<file path="src/cu_pkg.sv">
`default_nettype none

package cu_pkg;

  // opcode as held in the decode stage
  typedef logic [4:0] opcode_t;
  // the execute stage receives the opcode unchanged as its operation code
  typedef logic [4:0] alu_op_t;
  typedef logic [1:0] alu_src_t;
  typedef logic [1:0] pc_sel_t;
  typedef logic [1:0] mem_data_sel_t;

  // single word opcodes
  localparam opcode_t op_nop  = 5'b00000;
  localparam opcode_t op_out  = 5'b00110;
  localparam opcode_t op_push = 5'b00111;
  localparam opcode_t op_ldd  = 5'b10000;
  localparam opcode_t op_ldm  = 5'b10001;
  localparam opcode_t op_pop  = 5'b10010;
  localparam opcode_t op_std  = 5'b10011;
  localparam opcode_t op_call = 5'b11000;
  localparam opcode_t op_ret  = 5'b11001;
  localparam opcode_t op_rti  = 5'b11010;
  localparam opcode_t op_in   = 5'b11011;

  // opcode ranges shared by a whole group
  localparam opcode_t op_alu_lo = 5'b01000;
  localparam opcode_t op_alu_hi = 5'b01111;
  localparam opcode_t op_jmp_lo = 5'b10100;
  localparam opcode_t op_jmp_hi = 5'b10111;

  // bit 1 picks the immediate and bit 0 the port or offset operand
  localparam alu_src_t alu_src_reg = 2'b00;
  localparam alu_src_t alu_src_ofs = 2'b01;
  localparam alu_src_t alu_src_imm = 2'b10;

  // next pc source
  localparam pc_sel_t pc_sel_seq     = 2'b00;
  localparam pc_sel_t pc_sel_branch  = 2'b01;
  localparam pc_sel_t pc_sel_int_vec = 2'b10;
  localparam pc_sel_t pc_sel_call    = 2'b11;

  // data written to memory on a store or push
  localparam mem_data_sel_t md_sel_reg   = 2'b00;
  localparam mem_data_sel_t md_sel_pc_hi = 2'b01;
  localparam mem_data_sel_t md_sel_pc_lo = 2'b10;
  localparam mem_data_sel_t md_sel_ccr   = 2'b11;

  // eighteen states need a five bit code
  typedef enum logic [4:0] {
    st_idle,
    st_ldm_hold,
    st_call_push1, st_call_push2, st_call_load,
    st_ret_pop2, st_ret_pop1,
    st_rti_pop_ccr, st_rti_pop2, st_rti_pop1,
    st_int_wait, st_int_hazard,
    st_int_freeze_pc, st_int_freeze_cu,
    st_int_push1, st_int_push2, st_int_push_ccr,
    st_int_release
  } seq_state_t;

endpackage

`default_nettype wire
</file>
<file path="src/control_unit.sv">
`default_nettype none

module control_unit
  import cu_pkg::*;
(
  input  logic          clk,
  input  logic          rst,
  input  opcode_t       opcode,
  input  logic          branch_taken,
  input  logic          load_use,
  input  logic          int_req,
  output logic          int_ack,
  output logic          reg_wr,
  output logic          ldm,
  output logic          mem_to_reg,
  output logic          port_r,
  output logic          port_w,
  output logic          branch,
  output alu_op_t       alu_op,
  output alu_src_t      alu_src,
  output logic          mem_r,
  output logic          mem_w,
  output logic          stack,
  output logic          freeze_cu,
  output logic          fetch_pc_enable,
  output logic          pop_pc1,
  output logic          pop_pc2,
  output logic          pop_ccr,
  output logic          call,
  output logic          ret,
  output logic          rti,
  output mem_data_sel_t mem_data_sel,
  output pc_sel_t       pc_sel
);

  logic    mem_r_dec;
  logic    mem_w_dec;
  logic    stack_dec;
  logic    call_dec;
  logic    ret_dec;
  logic    rti_dec;
  logic    push_pc1;
  logic    push_pc2;
  logic    push_ccr;
  logic    seq_pop_pc1;
  logic    seq_pop_pc2;
  logic    seq_pop_ccr;
  logic    seq_mem_r;
  logic    seq_mem_w;
  logic    seq_stack;
  logic    seq_freeze_pc;
  logic    seq_freeze_cu;
  pc_sel_t seq_pc_sel;

  instr_decoder u_dec (
    .opcode     (opcode),
    .reg_wr     (reg_wr),
    .ldm_dec    (ldm),
    .mem_r_dec  (mem_r_dec),
    .mem_w_dec  (mem_w_dec),
    .mem_to_reg (mem_to_reg),
    .stack_dec  (stack_dec),
    .port_r     (port_r),
    .port_w     (port_w),
    .branch     (branch),
    .call_dec   (call_dec),
    .ret_dec    (ret_dec),
    .rti_dec    (rti_dec),
    .alu_op     (alu_op),
    .alu_src    (alu_src)
  );

  stack_sequencer u_seq (
    .clk           (clk),
    .rst           (rst),
    .call_dec      (call_dec),
    .ret_dec       (ret_dec),
    .rti_dec       (rti_dec),
    .ldm_dec       (ldm),
    .load_use      (load_use),
    .int_req       (int_req),
    .int_ack       (int_ack),
    .push_pc1      (push_pc1),
    .push_pc2      (push_pc2),
    .push_ccr      (push_ccr),
    .pop_pc1       (seq_pop_pc1),
    .pop_pc2       (seq_pop_pc2),
    .pop_ccr       (seq_pop_ccr),
    .seq_mem_r     (seq_mem_r),
    .seq_mem_w     (seq_mem_w),
    .seq_stack     (seq_stack),
    .seq_freeze_pc (seq_freeze_pc),
    .seq_freeze_cu (seq_freeze_cu),
    .seq_pc_sel    (seq_pc_sel)
  );

  control_merge u_merge (
    .clk             (clk),
    .rst             (rst),
    .mem_r_dec       (mem_r_dec),
    .mem_w_dec       (mem_w_dec),
    .stack_dec       (stack_dec),
    .call_dec        (call_dec),
    .ret_dec         (ret_dec),
    .rti_dec         (rti_dec),
    .push_pc1        (push_pc1),
    .push_pc2        (push_pc2),
    .push_ccr        (push_ccr),
    .seq_pop_pc1     (seq_pop_pc1),
    .seq_pop_pc2     (seq_pop_pc2),
    .seq_pop_ccr     (seq_pop_ccr),
    .seq_mem_r       (seq_mem_r),
    .seq_mem_w       (seq_mem_w),
    .seq_stack       (seq_stack),
    .seq_freeze_pc   (seq_freeze_pc),
    .seq_freeze_cu   (seq_freeze_cu),
    .seq_pc_sel      (seq_pc_sel),
    .branch_taken    (branch_taken),
    .load_use        (load_use),
    .mem_r           (mem_r),
    .mem_w           (mem_w),
    .stack           (stack),
    .freeze_cu       (freeze_cu),
    .fetch_pc_enable (fetch_pc_enable),
    .pop_pc1         (pop_pc1),
    .pop_pc2         (pop_pc2),
    .pop_ccr         (pop_ccr),
    .call            (call),
    .ret             (ret),
    .rti             (rti),
    .mem_data_sel    (mem_data_sel),
    .pc_sel          (pc_sel)
  );

endmodule

`default_nettype wire

</file>
<file path="src/control_merge.sv">
`default_nettype none

module control_merge
  import cu_pkg::*;
(
  input  logic          clk,
  input  logic          rst,
  input  logic          mem_r_dec,
  input  logic          mem_w_dec,
  input  logic          stack_dec,
  input  logic          call_dec,
  input  logic          ret_dec,
  input  logic          rti_dec,
  input  logic          push_pc1,
  input  logic          push_pc2,
  input  logic          push_ccr,
  input  logic          seq_pop_pc1,
  input  logic          seq_pop_pc2,
  input  logic          seq_pop_ccr,
  input  logic          seq_mem_r,
  input  logic          seq_mem_w,
  input  logic          seq_stack,
  input  logic          seq_freeze_pc,
  input  logic          seq_freeze_cu,
  input  pc_sel_t       seq_pc_sel,
  input  logic          branch_taken,
  input  logic          load_use,
  output logic          mem_r,
  output logic          mem_w,
  output logic          stack,
  output logic          freeze_cu,
  output logic          fetch_pc_enable,
  output logic          pop_pc1,
  output logic          pop_pc2,
  output logic          pop_ccr,
  output logic          call,
  output logic          ret,
  output logic          rti,
  output mem_data_sel_t mem_data_sel,
  output pc_sel_t       pc_sel
);

  // plain instructions and stack sequences share the memory port
  assign mem_r = mem_r_dec | seq_mem_r;
  assign mem_w = mem_w_dec | seq_mem_w;
  assign stack = stack_dec | seq_stack;

  // a load-use stall freezes decode in the same cycle
  assign freeze_cu       = load_use | seq_freeze_cu;
  assign fetch_pc_enable = ~seq_freeze_pc;

  // pops steer the memory read data into pc or ccr
  assign pop_pc1 = seq_pop_pc1;
  assign pop_pc2 = seq_pop_pc2;
  assign pop_ccr = seq_pop_ccr;

  // the datapath backs pc up by one on these
  assign call = call_dec;
  assign ret  = ret_dec;
  assign rti  = rti_dec;

  always_comb
  begin
    if (push_pc1)
      mem_data_sel = md_sel_pc_hi;
    else if (push_pc2)
      mem_data_sel = md_sel_pc_lo;
    else if (push_ccr)
      mem_data_sel = md_sel_ccr;
    else
      mem_data_sel = md_sel_reg;
  end

  // a sequence overrides a branch in the same cycle
  always_comb
  begin
    if (seq_pc_sel != pc_sel_seq)
      pc_sel = seq_pc_sel;
    else if (branch_taken)
      pc_sel = pc_sel_branch;
    else
      pc_sel = pc_sel_seq;
  end

  a_push_onehot: assert property (@(posedge clk) disable iff (rst)
    $onehot0({push_pc1, push_pc2, push_ccr}));

  // fetch must be stalled while the sequencer owns the stack
  a_stack_frozen: assert property (@(posedge clk) disable iff (rst)
    seq_stack |-> !fetch_pc_enable);

endmodule

`default_nettype wire

</file>
<file path="src/stack_sequencer.sv">
`default_nettype none

module stack_sequencer
  import cu_pkg::*;
(
  input  logic    clk,
  input  logic    rst,
  input  logic    call_dec,
  input  logic    ret_dec,
  input  logic    rti_dec,
  input  logic    ldm_dec,
  input  logic    load_use,
  input  logic    int_req,
  output logic    int_ack,
  output logic    push_pc1,
  output logic    push_pc2,
  output logic    push_ccr,
  output logic    pop_pc1,
  output logic    pop_pc2,
  output logic    pop_ccr,
  output logic    seq_mem_r,
  output logic    seq_mem_w,
  output logic    seq_stack,
  output logic    seq_freeze_pc,
  output logic    seq_freeze_cu,
  output pc_sel_t seq_pc_sel
);

  seq_state_t state;
  seq_state_t state_nxt;

  always_ff @(posedge clk or posedge rst)
  begin
    if (rst)
    begin
      state   <= st_idle;
      int_ack <= 1'b0;
    end
    else
    begin
      state <= state_nxt;
      // ack goes up together with st_int_wait and down when release ends
      if (state == st_idle && int_req)
        int_ack <= 1'b1;
      else if (state == st_int_release && !int_req)
        int_ack <= 1'b0;
    end
  end

  // only idle looks at triggers, so a running sequence is never cut short
  always_comb
  begin
    state_nxt = state;
    case (state)
      st_idle:
      begin
        if (int_req)
          state_nxt = st_int_wait;
        else if (call_dec)
          state_nxt = st_call_push1;
        else if (rti_dec)
          state_nxt = st_rti_pop_ccr;
        else if (ret_dec)
          state_nxt = st_ret_pop2;
        else if (ldm_dec)
          state_nxt = st_ldm_hold;
      end
      st_ldm_hold:      state_nxt = st_idle;
      st_call_push1:    state_nxt = st_call_push2;
      st_call_push2:    state_nxt = st_call_load;
      st_call_load:     state_nxt = st_idle;
      st_ret_pop2:      state_nxt = st_ret_pop1;
      st_ret_pop1:      state_nxt = st_idle;
      st_rti_pop_ccr:   state_nxt = st_rti_pop2;
      st_rti_pop2:      state_nxt = st_rti_pop1;
      st_rti_pop1:      state_nxt = st_idle;
      st_int_wait:
      begin
        // let an ldm or a load-use stall drain before freezing
        if (ldm_dec || load_use)
          state_nxt = st_int_hazard;
        else
          state_nxt = st_int_freeze_pc;
      end
      st_int_hazard:    state_nxt = st_int_freeze_pc;
      st_int_freeze_pc: state_nxt = st_int_freeze_cu;
      st_int_freeze_cu: state_nxt = st_int_push1;
      st_int_push1:     state_nxt = st_int_push2;
      st_int_push2:     state_nxt = st_int_push_ccr;
      st_int_push_ccr:  state_nxt = st_int_release;
      st_int_release:
      begin
        if (!int_req)
          state_nxt = st_idle;
      end
      default:          state_nxt = st_idle;
    endcase
  end

  // moore outputs
  always_comb
  begin
    push_pc1      = 1'b0;
    push_pc2      = 1'b0;
    push_ccr      = 1'b0;
    pop_pc1       = 1'b0;
    pop_pc2       = 1'b0;
    pop_ccr       = 1'b0;
    seq_mem_r     = 1'b0;
    seq_mem_w     = 1'b0;
    seq_stack     = 1'b0;
    seq_freeze_pc = 1'b0;
    seq_freeze_cu = 1'b0;
    seq_pc_sel    = pc_sel_seq;

    case (state)
      st_ldm_hold:
      begin
        seq_freeze_cu = 1'b1;
      end
      st_call_push1, st_int_push1:
      begin
        push_pc1      = 1'b1;
        seq_mem_w     = 1'b1;
        seq_stack     = 1'b1;
        seq_freeze_pc = 1'b1;
        seq_freeze_cu = 1'b1;
      end
      st_call_push2, st_int_push2:
      begin
        push_pc2      = 1'b1;
        seq_mem_w     = 1'b1;
        seq_stack     = 1'b1;
        seq_freeze_pc = 1'b1;
        seq_freeze_cu = 1'b1;
      end
      st_call_load:
      begin
        seq_pc_sel = pc_sel_call;
      end
      st_ret_pop2, st_rti_pop2:
      begin
        pop_pc2       = 1'b1;
        seq_mem_r     = 1'b1;
        seq_stack     = 1'b1;
        seq_freeze_pc = 1'b1;
        seq_freeze_cu = 1'b1;
      end
      st_ret_pop1, st_rti_pop1:
      begin
        pop_pc1       = 1'b1;
        seq_mem_r     = 1'b1;
        seq_stack     = 1'b1;
        seq_freeze_pc = 1'b1;
        seq_freeze_cu = 1'b1;
      end
      st_rti_pop_ccr:
      begin
        pop_ccr       = 1'b1;
        seq_mem_r     = 1'b1;
        seq_stack     = 1'b1;
        seq_freeze_pc = 1'b1;
        seq_freeze_cu = 1'b1;
      end
      st_int_freeze_pc:
      begin
        seq_freeze_pc = 1'b1;
      end
      st_int_freeze_cu:
      begin
        seq_freeze_pc = 1'b1;
        seq_freeze_cu = 1'b1;
      end
      st_int_push_ccr:
      begin
        push_ccr      = 1'b1;
        seq_mem_w     = 1'b1;
        seq_stack     = 1'b1;
        seq_freeze_pc = 1'b1;
        seq_freeze_cu = 1'b1;
        seq_pc_sel    = pc_sel_int_vec;
      end
      default:
      begin
        // idle, wait, hazard and release drive nothing
      end
    endcase
  end

  // the requester may only drop int_req after it has seen int_ack
  a_ack_held: assert property (@(posedge clk) disable iff (rst)
    int_ack && int_req |=> int_ack);

  a_rw_excl: assert property (@(posedge clk) disable iff (rst)
    !(seq_mem_r && seq_mem_w));

endmodule

`default_nettype wire

</file>
<file path="src/instr_decoder.sv">
`default_nettype none

module instr_decoder
  import cu_pkg::*;
(
  input  opcode_t  opcode,
  output logic     reg_wr,
  output logic     ldm_dec,
  output logic     mem_r_dec,
  output logic     mem_w_dec,
  output logic     mem_to_reg,
  output logic     stack_dec,
  output logic     port_r,
  output logic     port_w,
  output logic     branch,
  output logic     call_dec,
  output logic     ret_dec,
  output logic     rti_dec,
  output alu_op_t  alu_op,
  output alu_src_t alu_src
);

  // the alu decodes its own operation from the opcode bits
  assign alu_op = opcode;

  always_comb
  begin
    reg_wr     = 1'b0;
    ldm_dec    = 1'b0;
    mem_r_dec  = 1'b0;
    mem_w_dec  = 1'b0;
    mem_to_reg = 1'b0;
    stack_dec  = 1'b0;
    port_r     = 1'b0;
    port_w     = 1'b0;
    branch     = 1'b0;
    call_dec   = 1'b0;
    ret_dec    = 1'b0;
    rti_dec    = 1'b0;
    alu_src    = alu_src_reg;

    case (opcode) inside
      op_nop:
      begin
        // bubble, all controls stay low
      end
      [op_alu_lo:op_alu_hi]:
      begin
        reg_wr = 1'b1;
      end
      op_out:
      begin
        port_w = 1'b1;
      end
      op_push:
      begin
        mem_w_dec = 1'b1;
        stack_dec = 1'b1;
      end
      op_ldd:
      begin
        reg_wr     = 1'b1;
        mem_r_dec  = 1'b1;
        mem_to_reg = 1'b1;
        alu_src    = alu_src_ofs;
      end
      op_ldm:
      begin
        reg_wr  = 1'b1;
        ldm_dec = 1'b1;
        alu_src = alu_src_imm;
      end
      op_pop:
      begin
        reg_wr     = 1'b1;
        mem_r_dec  = 1'b1;
        mem_to_reg = 1'b1;
        stack_dec  = 1'b1;
      end
      op_std:
      begin
        mem_w_dec = 1'b1;
        alu_src   = alu_src_ofs;
      end
      [op_jmp_lo:op_jmp_hi]:
      begin
        // taken or not is resolved later, see branch_taken
        branch = 1'b1;
      end
      op_call:
      begin
        call_dec = 1'b1;
      end
      op_ret:
      begin
        ret_dec = 1'b1;
      end
      op_rti:
      begin
        rti_dec = 1'b1;
      end
      op_in:
      begin
        reg_wr = 1'b1;
        port_r = 1'b1;
      end
      default:
      begin
        // unused opcodes behave as nop
      end
    endcase
  end

endmodule

`default_nettype wire

</file>
<file path="config.mk">
export PLATFORM = sky130hd
export DESIGN_NAME = control_unit
export DESIGN_NICKNAME = d
export VERILOG_FILES = /design/src/cu_pkg.sv /design/src/control_unit.sv /design/src/control_merge.sv /design/src/stack_sequencer.sv /design/src/instr_decoder.sv
export SDC_FILE = /design/constraint.sdc
export NUM_CORES = 1
export LEC_CHECK = 0
export BUFFER_PORTS_ARGS = -buffer_cell sky130_fd_sc_hd__buf_2
export CAP_MARGIN = 20
export CORE_MARGIN = 1.5
export CORE_UTILIZATION = 28
export CTS_BUF_LIST = sky130_fd_sc_hd__clkbuf_4 sky130_fd_sc_hd__clkbuf_8
export DETAILED_ROUTE_END_ITERATION = 10
export PLACE_DENSITY = 0.57
export SLEW_MARGIN = 20
export SYNTH_ARGS = -nofsm -noshare
export SYNTH_HDL_FRONTEND = slang
export SYNTH_SLANG_ARGS = --single-unit
</file>
<file path="constraint.sdc">
create_clock -name clk -period 2.7 [get_ports clk]
set_input_delay 0.27 -clock clk [delete_from_list [all_inputs] [get_ports clk]]
set_output_delay 0.27 -clock clk [all_outputs]
set_load 0.05 [all_outputs]
</file>
# Yosys cells after proc, flatten, opt, wreduce, memory -nomap -nowiden
# Cells that the tools add are included.
[word_totals]
out_inout_bits = 29
ff_bits = 6
inputBits = 10
[op_classes]
order_cmp = 4
n_mux = 126
n_bitwise = 5
n_eq_ne = 29
reduce_logical = 20
[op_table]
columns = ["operator", "count"]
rows = [
  ["2-to-1 mux 1 bit", 106],
  ["case mux 5 bit (14 select lines)", 1],
  ["equality test 5 bit, second input constant", 10],
  ["equality test 5 x 4 -> 1 bit, second input constant", 8],
  ["equality test 5 x 3 -> 1 bit, second input constant", 6],
  ["2-to-1 mux 5 bit", 6],
  ["OR reduction 12 bit", 2],
  ["2-to-1 mux 2 bit", 11],
  ["equality test 5 x 2 -> 1 bit, second input constant", 2],
  ["logical NOT 5 bit", 2],
  ["OR reduction 10 bit", 1],
  ["OR reduction 5 bit", 2],
  ["OR reduction 2 bit", 4],
  ["!= test 6 x 5 -> 1 bit, second input constant", 1],
  ["equality test 5 x 1 -> 1 bit, second input constant", 1],
  ["greater-or-equal comparator 5 x 4 -> 1 bit, second input constant", 1],
  ["greater-or-equal comparator 5 bit, second input constant", 1],
  ["less-or-equal comparator 5 x 4 -> 1 bit, second input constant", 1],
  ["less-or-equal comparator 5 bit, second input constant", 1],
  ["logical AND 1 bit", 4],
  ["bitwise OR 1 bit", 4],
  ["case mux 2 bit (2 select lines)", 1],
  ["nonzero test 2 bit", 2],
  ["2-to-1 mux 3 bit", 1],
  ["5 further kinds", 5],
]

# Longest topological paths before layout
[depth]
ltp_word = 17
depth_mapped = 6
mapped_depth_nobuf = 4

# Modules after synthesis
# A second synthesis with hierarchy kept.
[unflattened]
hier_cells = 143
area_unflattened_um2 = 983.4
[modules_own_cells]
columns = ["module", "seq_area_each_um2", "n_inst", "cells_per_inst", "area_each_um2"]
rows = [
  ["stack_sequencer", 150.1, 1, 93, 660.6],
  ["instr_decoder", 0.0, 1, 32, 215.2],
  ["control_merge", 0.0, 1, 18, 107.6],
]

# Worst setup path after synthesis
# No wires, ideal clock.
[synth_path]
path_type = "register to output"
start = "register u_seq.state[1]"
end = "output port mem_r"
t_arrival_ns = 2.703
path_slack_ns = -0.273
required_ns = 2.430
n_path_buf = 2
stages_incl_launch_ff = 7
cell_sequence = "dfrtp_1 -> clkbuf_1 -> clkbuf_1 -> nand3b_1 -> nor3_1 -> a211oi_1 -> o21ai_0"
[synth_via]
elab_chain_len = 4
word_cells_on_any_way = 8
cone_classes = "eq/ne: 5; mux: 1; bitwise: 1; reduce/logical: 1"
[synth_lines]
columns = ["item", "line_no", "source"]
rows = [
  ["from (decl)", "stack_sequencer.sv:29", "seq_state_t state;"],
  ["from (signal assigned)", "stack_sequencer.sv:36", "state <= st_idle;"],
  ["from (signal assigned)", "stack_sequencer.sv:41", "state <= state_nxt;"],
  ["equality test 5 x 3 -> 1 bit / equality test 5 x 4 -> 1 bit (equally long branches)", "stack_sequencer.sv:116", "case (state)"],
  ["OR reduction 5 bit (no source line) (*)", "-", ""],
  ["2-to-1 mux 1 bit (*)", "stack_sequencer.sv:116", ""],
  ["bitwise OR 1 bit (*)", "control_merge.sv:44", "assign mem_r = mem_r_dec | seq_mem_r;"],
  ["to (decl)", "control_unit.sv:21", "output logic mem_r,"],
]
# Every way passes the cells marked *; elsewhere a longest branch is shown, timed or not.

# Worst setup path in the final report
[layout_path]
start = "register u_seq.state[0]"
end = "output port mem_r"
# The elaborated chain is that of the path after synthesis.

==> summary.txt <==
Status
  – Status: finished, final reports clean

Synth
  – Yosys warns: 0
  – Share of Yosys cell area claimed by the top area cell type: 0.163
  – Number of nets produced by synthesis: around 150
  – Most common flop cell mapped by yosys: dfrtp_1
  – Sequential element share of the synthesized area: 0.163
  – Ranking of synthesized cells by area: dfrtp_1 (16%), nor2_1 (6.9%), o21ai_0 (6.0%), buf_4 (5.7%), a21oi_1 (5.4%)
  – Total standard cell area after synthesis: approximately 900 sq um
  – Mean instance size in the synthesized netlist: 6.70 sq um
  – Post-synth ARST share: 1.00
  – Gate count after technology mapping: roughly 140
  – Netlist cell types: 45
  – Leading area contributor after synthesis: dfrtp_1
  – Cell with the most instances after synthesis: nor2_1
  – Most instantiated cells after synthesis: nor2_1 (17), o21ai_0 (11), a21oi_1 (10), clkbuf_1 (10), nand2b_1 (8)
  – Flop and latch count out of synthesis: 6
  – Count of flip-flops with a built-in enable after synthesis: 0

Power
  – Internal Power: 0.000416 W
  – Cell leakage power: roughly 0.5 nW
  – Peak supply drop: around 350 uV
  – Total power density per cell area: around 1000 nW/um^2
  – Overall Power: 0.00112 W
  – Relative contribution of combinational cells to total power: 0.721
  – Fraction of power consumed by the clock network: 0.074
  – Register share of total power: 0.205
  – Switching component of the power: ~0.0007 W
  – Proportion of total power due to net switching: 0.628

GRT
  – GRT met1 Usage: 0.219
  – Antenna violations before repair: 0
  – Met2 track demand over resource in global routing: 0.244
  – First-pass GRT wire length: around 4400 um
  – Final global-route overflow total: 0
  – All-Layer GR Usage: 0.154
  – Number of global-route vias before repair: 954
  – Met3 global-route usage: 0.0303
  – Routing layer with the top usage in global route: met2
  – Maximum number of pins on one net before global-route repair: 23

Worst setup path
  – Arrival @ worst endpoint: 2.00 ns
  – Launching element type of the critical path: register
  – Critical Path RT: 2.43 ns
  – Worst path top cell family by delay: flip-flops
  – Chain of cells forming the critical path: nor2b_1 -> mux2_2 -> a211oi_1 -> o21ai_0 -> buf_2
  – Critical path endpoint category: output pin
  – Count of buffer and inverter cells on the critical path: 1
  – Stage delay of the slowest cell on the critical path: 0.67 ns
  – Maximum fanout along the worst path: 20
  – Cell at the slowest stage of the critical path: dfrtp_1
  – Setup Crit Path Kind: reg -> out

Clock network
  – Worst-Skew Late Latency: about 0.24 ns
  – Clk sinks: 6
  – CTS H-Tree Depth: 1
  – Clock root buffer master: clkbuf_4
  – CTS tree: done
  – Clk slew on worst S/H paths: roughly 0.05 ns
  – Clock buffer depth: 2
  – CTS Buf Count: 3

Drt
  – Drc violations: 0
  – Vias after detailed routing: roughly 1100
  – Detail Route Antenna Nets: 0
  – Iter 0 DRT Violations: 48
  – Mean routed wirelength per cell: 13.1 um
  – Via count normalized by instance count: approximately 5.2
  – Total length of routed wires: 2670 um
  – DRT Pass-1 Iters: 4

Floorplan
  – Core region area: between 3000 and 4000 sq um
  – Total Die Area: 3630 sq um
  – Effective utilization at floorplan: 0.298
  – I/O pins: 39
  – Number of rows in the core area: 20
  – Chip height: 60.3 um
  – Die width: around 60 um

STA
  – Count of endpoints failing hold in the final timing report: 0
  – Final setup viols: 0
  – Final max-slew violation count: 0
  – Final worst path period share: 0.840
  – Headroom to the max-slew limit: 0.557
  – Final min period: between 2 and 2.5 ns
  – Tightest Pin Transition: ~0.67 ns
  – Unrepaired setup endpoints after global routing: no
  – Peak clock frequency supported by timing: 441 MHz
  – Final Skew: ~0.0025 ns
  – Sum Neg Setup Slack: 0 ns

Cells and area
  – Growth of design area from synthesis to finish: 19.2%
  – Fraction of final layout cells with drive strength greater than 1: 0.281
  – Nets@finish: 172
  – Number of antenna diodes: 0

Flow run
  – Count of maximum capacitance violations: 0

Place
  – Count of buffers inserted at the top-level ports: 38
  – Gpl congestion: 0.813
  – Placed wire-length estimate: 1930 um

Hold path
  – Min-delay worst type: in -> reg
-- per-stage QoR --
step | instance area, sq um | cells | setup WS (ns) | utilization | hold slack, ns
6_report | 1090 | 204 | 0.432 | 0.356 | 0.396
5_1_grt | 1090 | 204 | 0.267 | 0.356 | 0.406
4_1_cts | 1090 | 204 | 0.430 | 0.356 | 0.383
3_5_place_dp | 1060 | 200 | 0.699 | 0.345 | 0.195
3_3_place_gp | 1060 | 200 | 0.772 | 0.345 | 0.190
2_1_floorplan | 923 | 137 | 0.173 | - | 0.0610
-- worst paths after layout --
kind | startpoint | to | slack [ns] | cells past startpoint
worst max-delay path | u_seq.state[0] | mem_r | 0.43 | 5
worst min-delay path | int_req | u_seq.int_ack | 0.40 | 3
worst max register to register | u_seq.state[2] | u_seq.state[0] | 0.98 | 4
worst min register to register | u_seq.int_ack | u_seq.int_ack | 0.56 | 2
max in group asynchronous | rst | u_seq.state[2] | 2.03 | 3
min in group asynchronous | rst | u_seq.int_ack | 0.48 | 3
-- layout make-up --
cell class / count / area (sq um)
Tap cell: 44 / 55.1
Sequential cell: 6 / 150
Multi-Input combinational cell: 108 / 652
Timing Repair Buffer: 39 / 200
Inverter: 4 / 15.0
Clock buffer: 3 / 22.5
Fill cell: 350 / 1980
-- flip-flops by register name, summed over array words and instances (netlist names) --
register	flops
u_seq.state	5
u_seq.int_ack	1
-- power by group through the flow --
stage	registers (W)	clock network, W	logic [W]
5_1_grt	0.000242	0.0000920	0.000875
3_3_place_gp	0.000229	0	0.000802
4_1_cts	0.000228	0.0000863	0.000811
6_report	0.000229	0.0000829	0.000806
3_5_place_dp	0.000229	0	0.000807
2_1_floorplan	0.000137	0	0.000739
-- cell usage in the layout, fill, tap and decap left out, types with 3 or more instances in the layout --
| master | count |
|---|---|
| a31oi_1 | 4 |
| nand3_1 | 6 |
| nand2_1 | 4 |
| clkbuf_4 | 3 |
| buf_2 | 38 |
| nand2b_1 | 8 |
| nor2_1 | 17 |
| dfrtp_1 | 6 |
| o21ai_0 | 11 |
| a21oi_1 | 10 |
| inv_1 | 4 |
| nor2b_1 | 7 |
| nand3b_1 | 3 |
-- metal layers --
metal | vias up | part of all wire
li1 | 537 | -
met1 | 465 | 0.48
met2 | 49 | 0.46
met3 | 0 | 0.065
met4 | 0 | 0
met5 | - | 0
-- cell families after synthesis --
kind of cell	synth area share
AO/OA/AOI/OAI	0.300
XOR/XNOR	0.0191
buffers and inverters	0.132
flip-flops	0.163
multiplexers	0.0123
AND/OR/NAND/NOR	0.373
-- what timing repair did --
action                                 4_1_cts  5_1_grt
hold buffers                                 1        0
gates resized for setup                      0        0
endpoints found under the hold margin        6        0
setup buffers                                0        0
-- worst min-delay path: cells and delay by family --
family	cells	cell delay, ns
AO/OA/AOI/OAI	2	0.17
buffers and inverters	1	0.16
(Power assumes the default switching activity.)
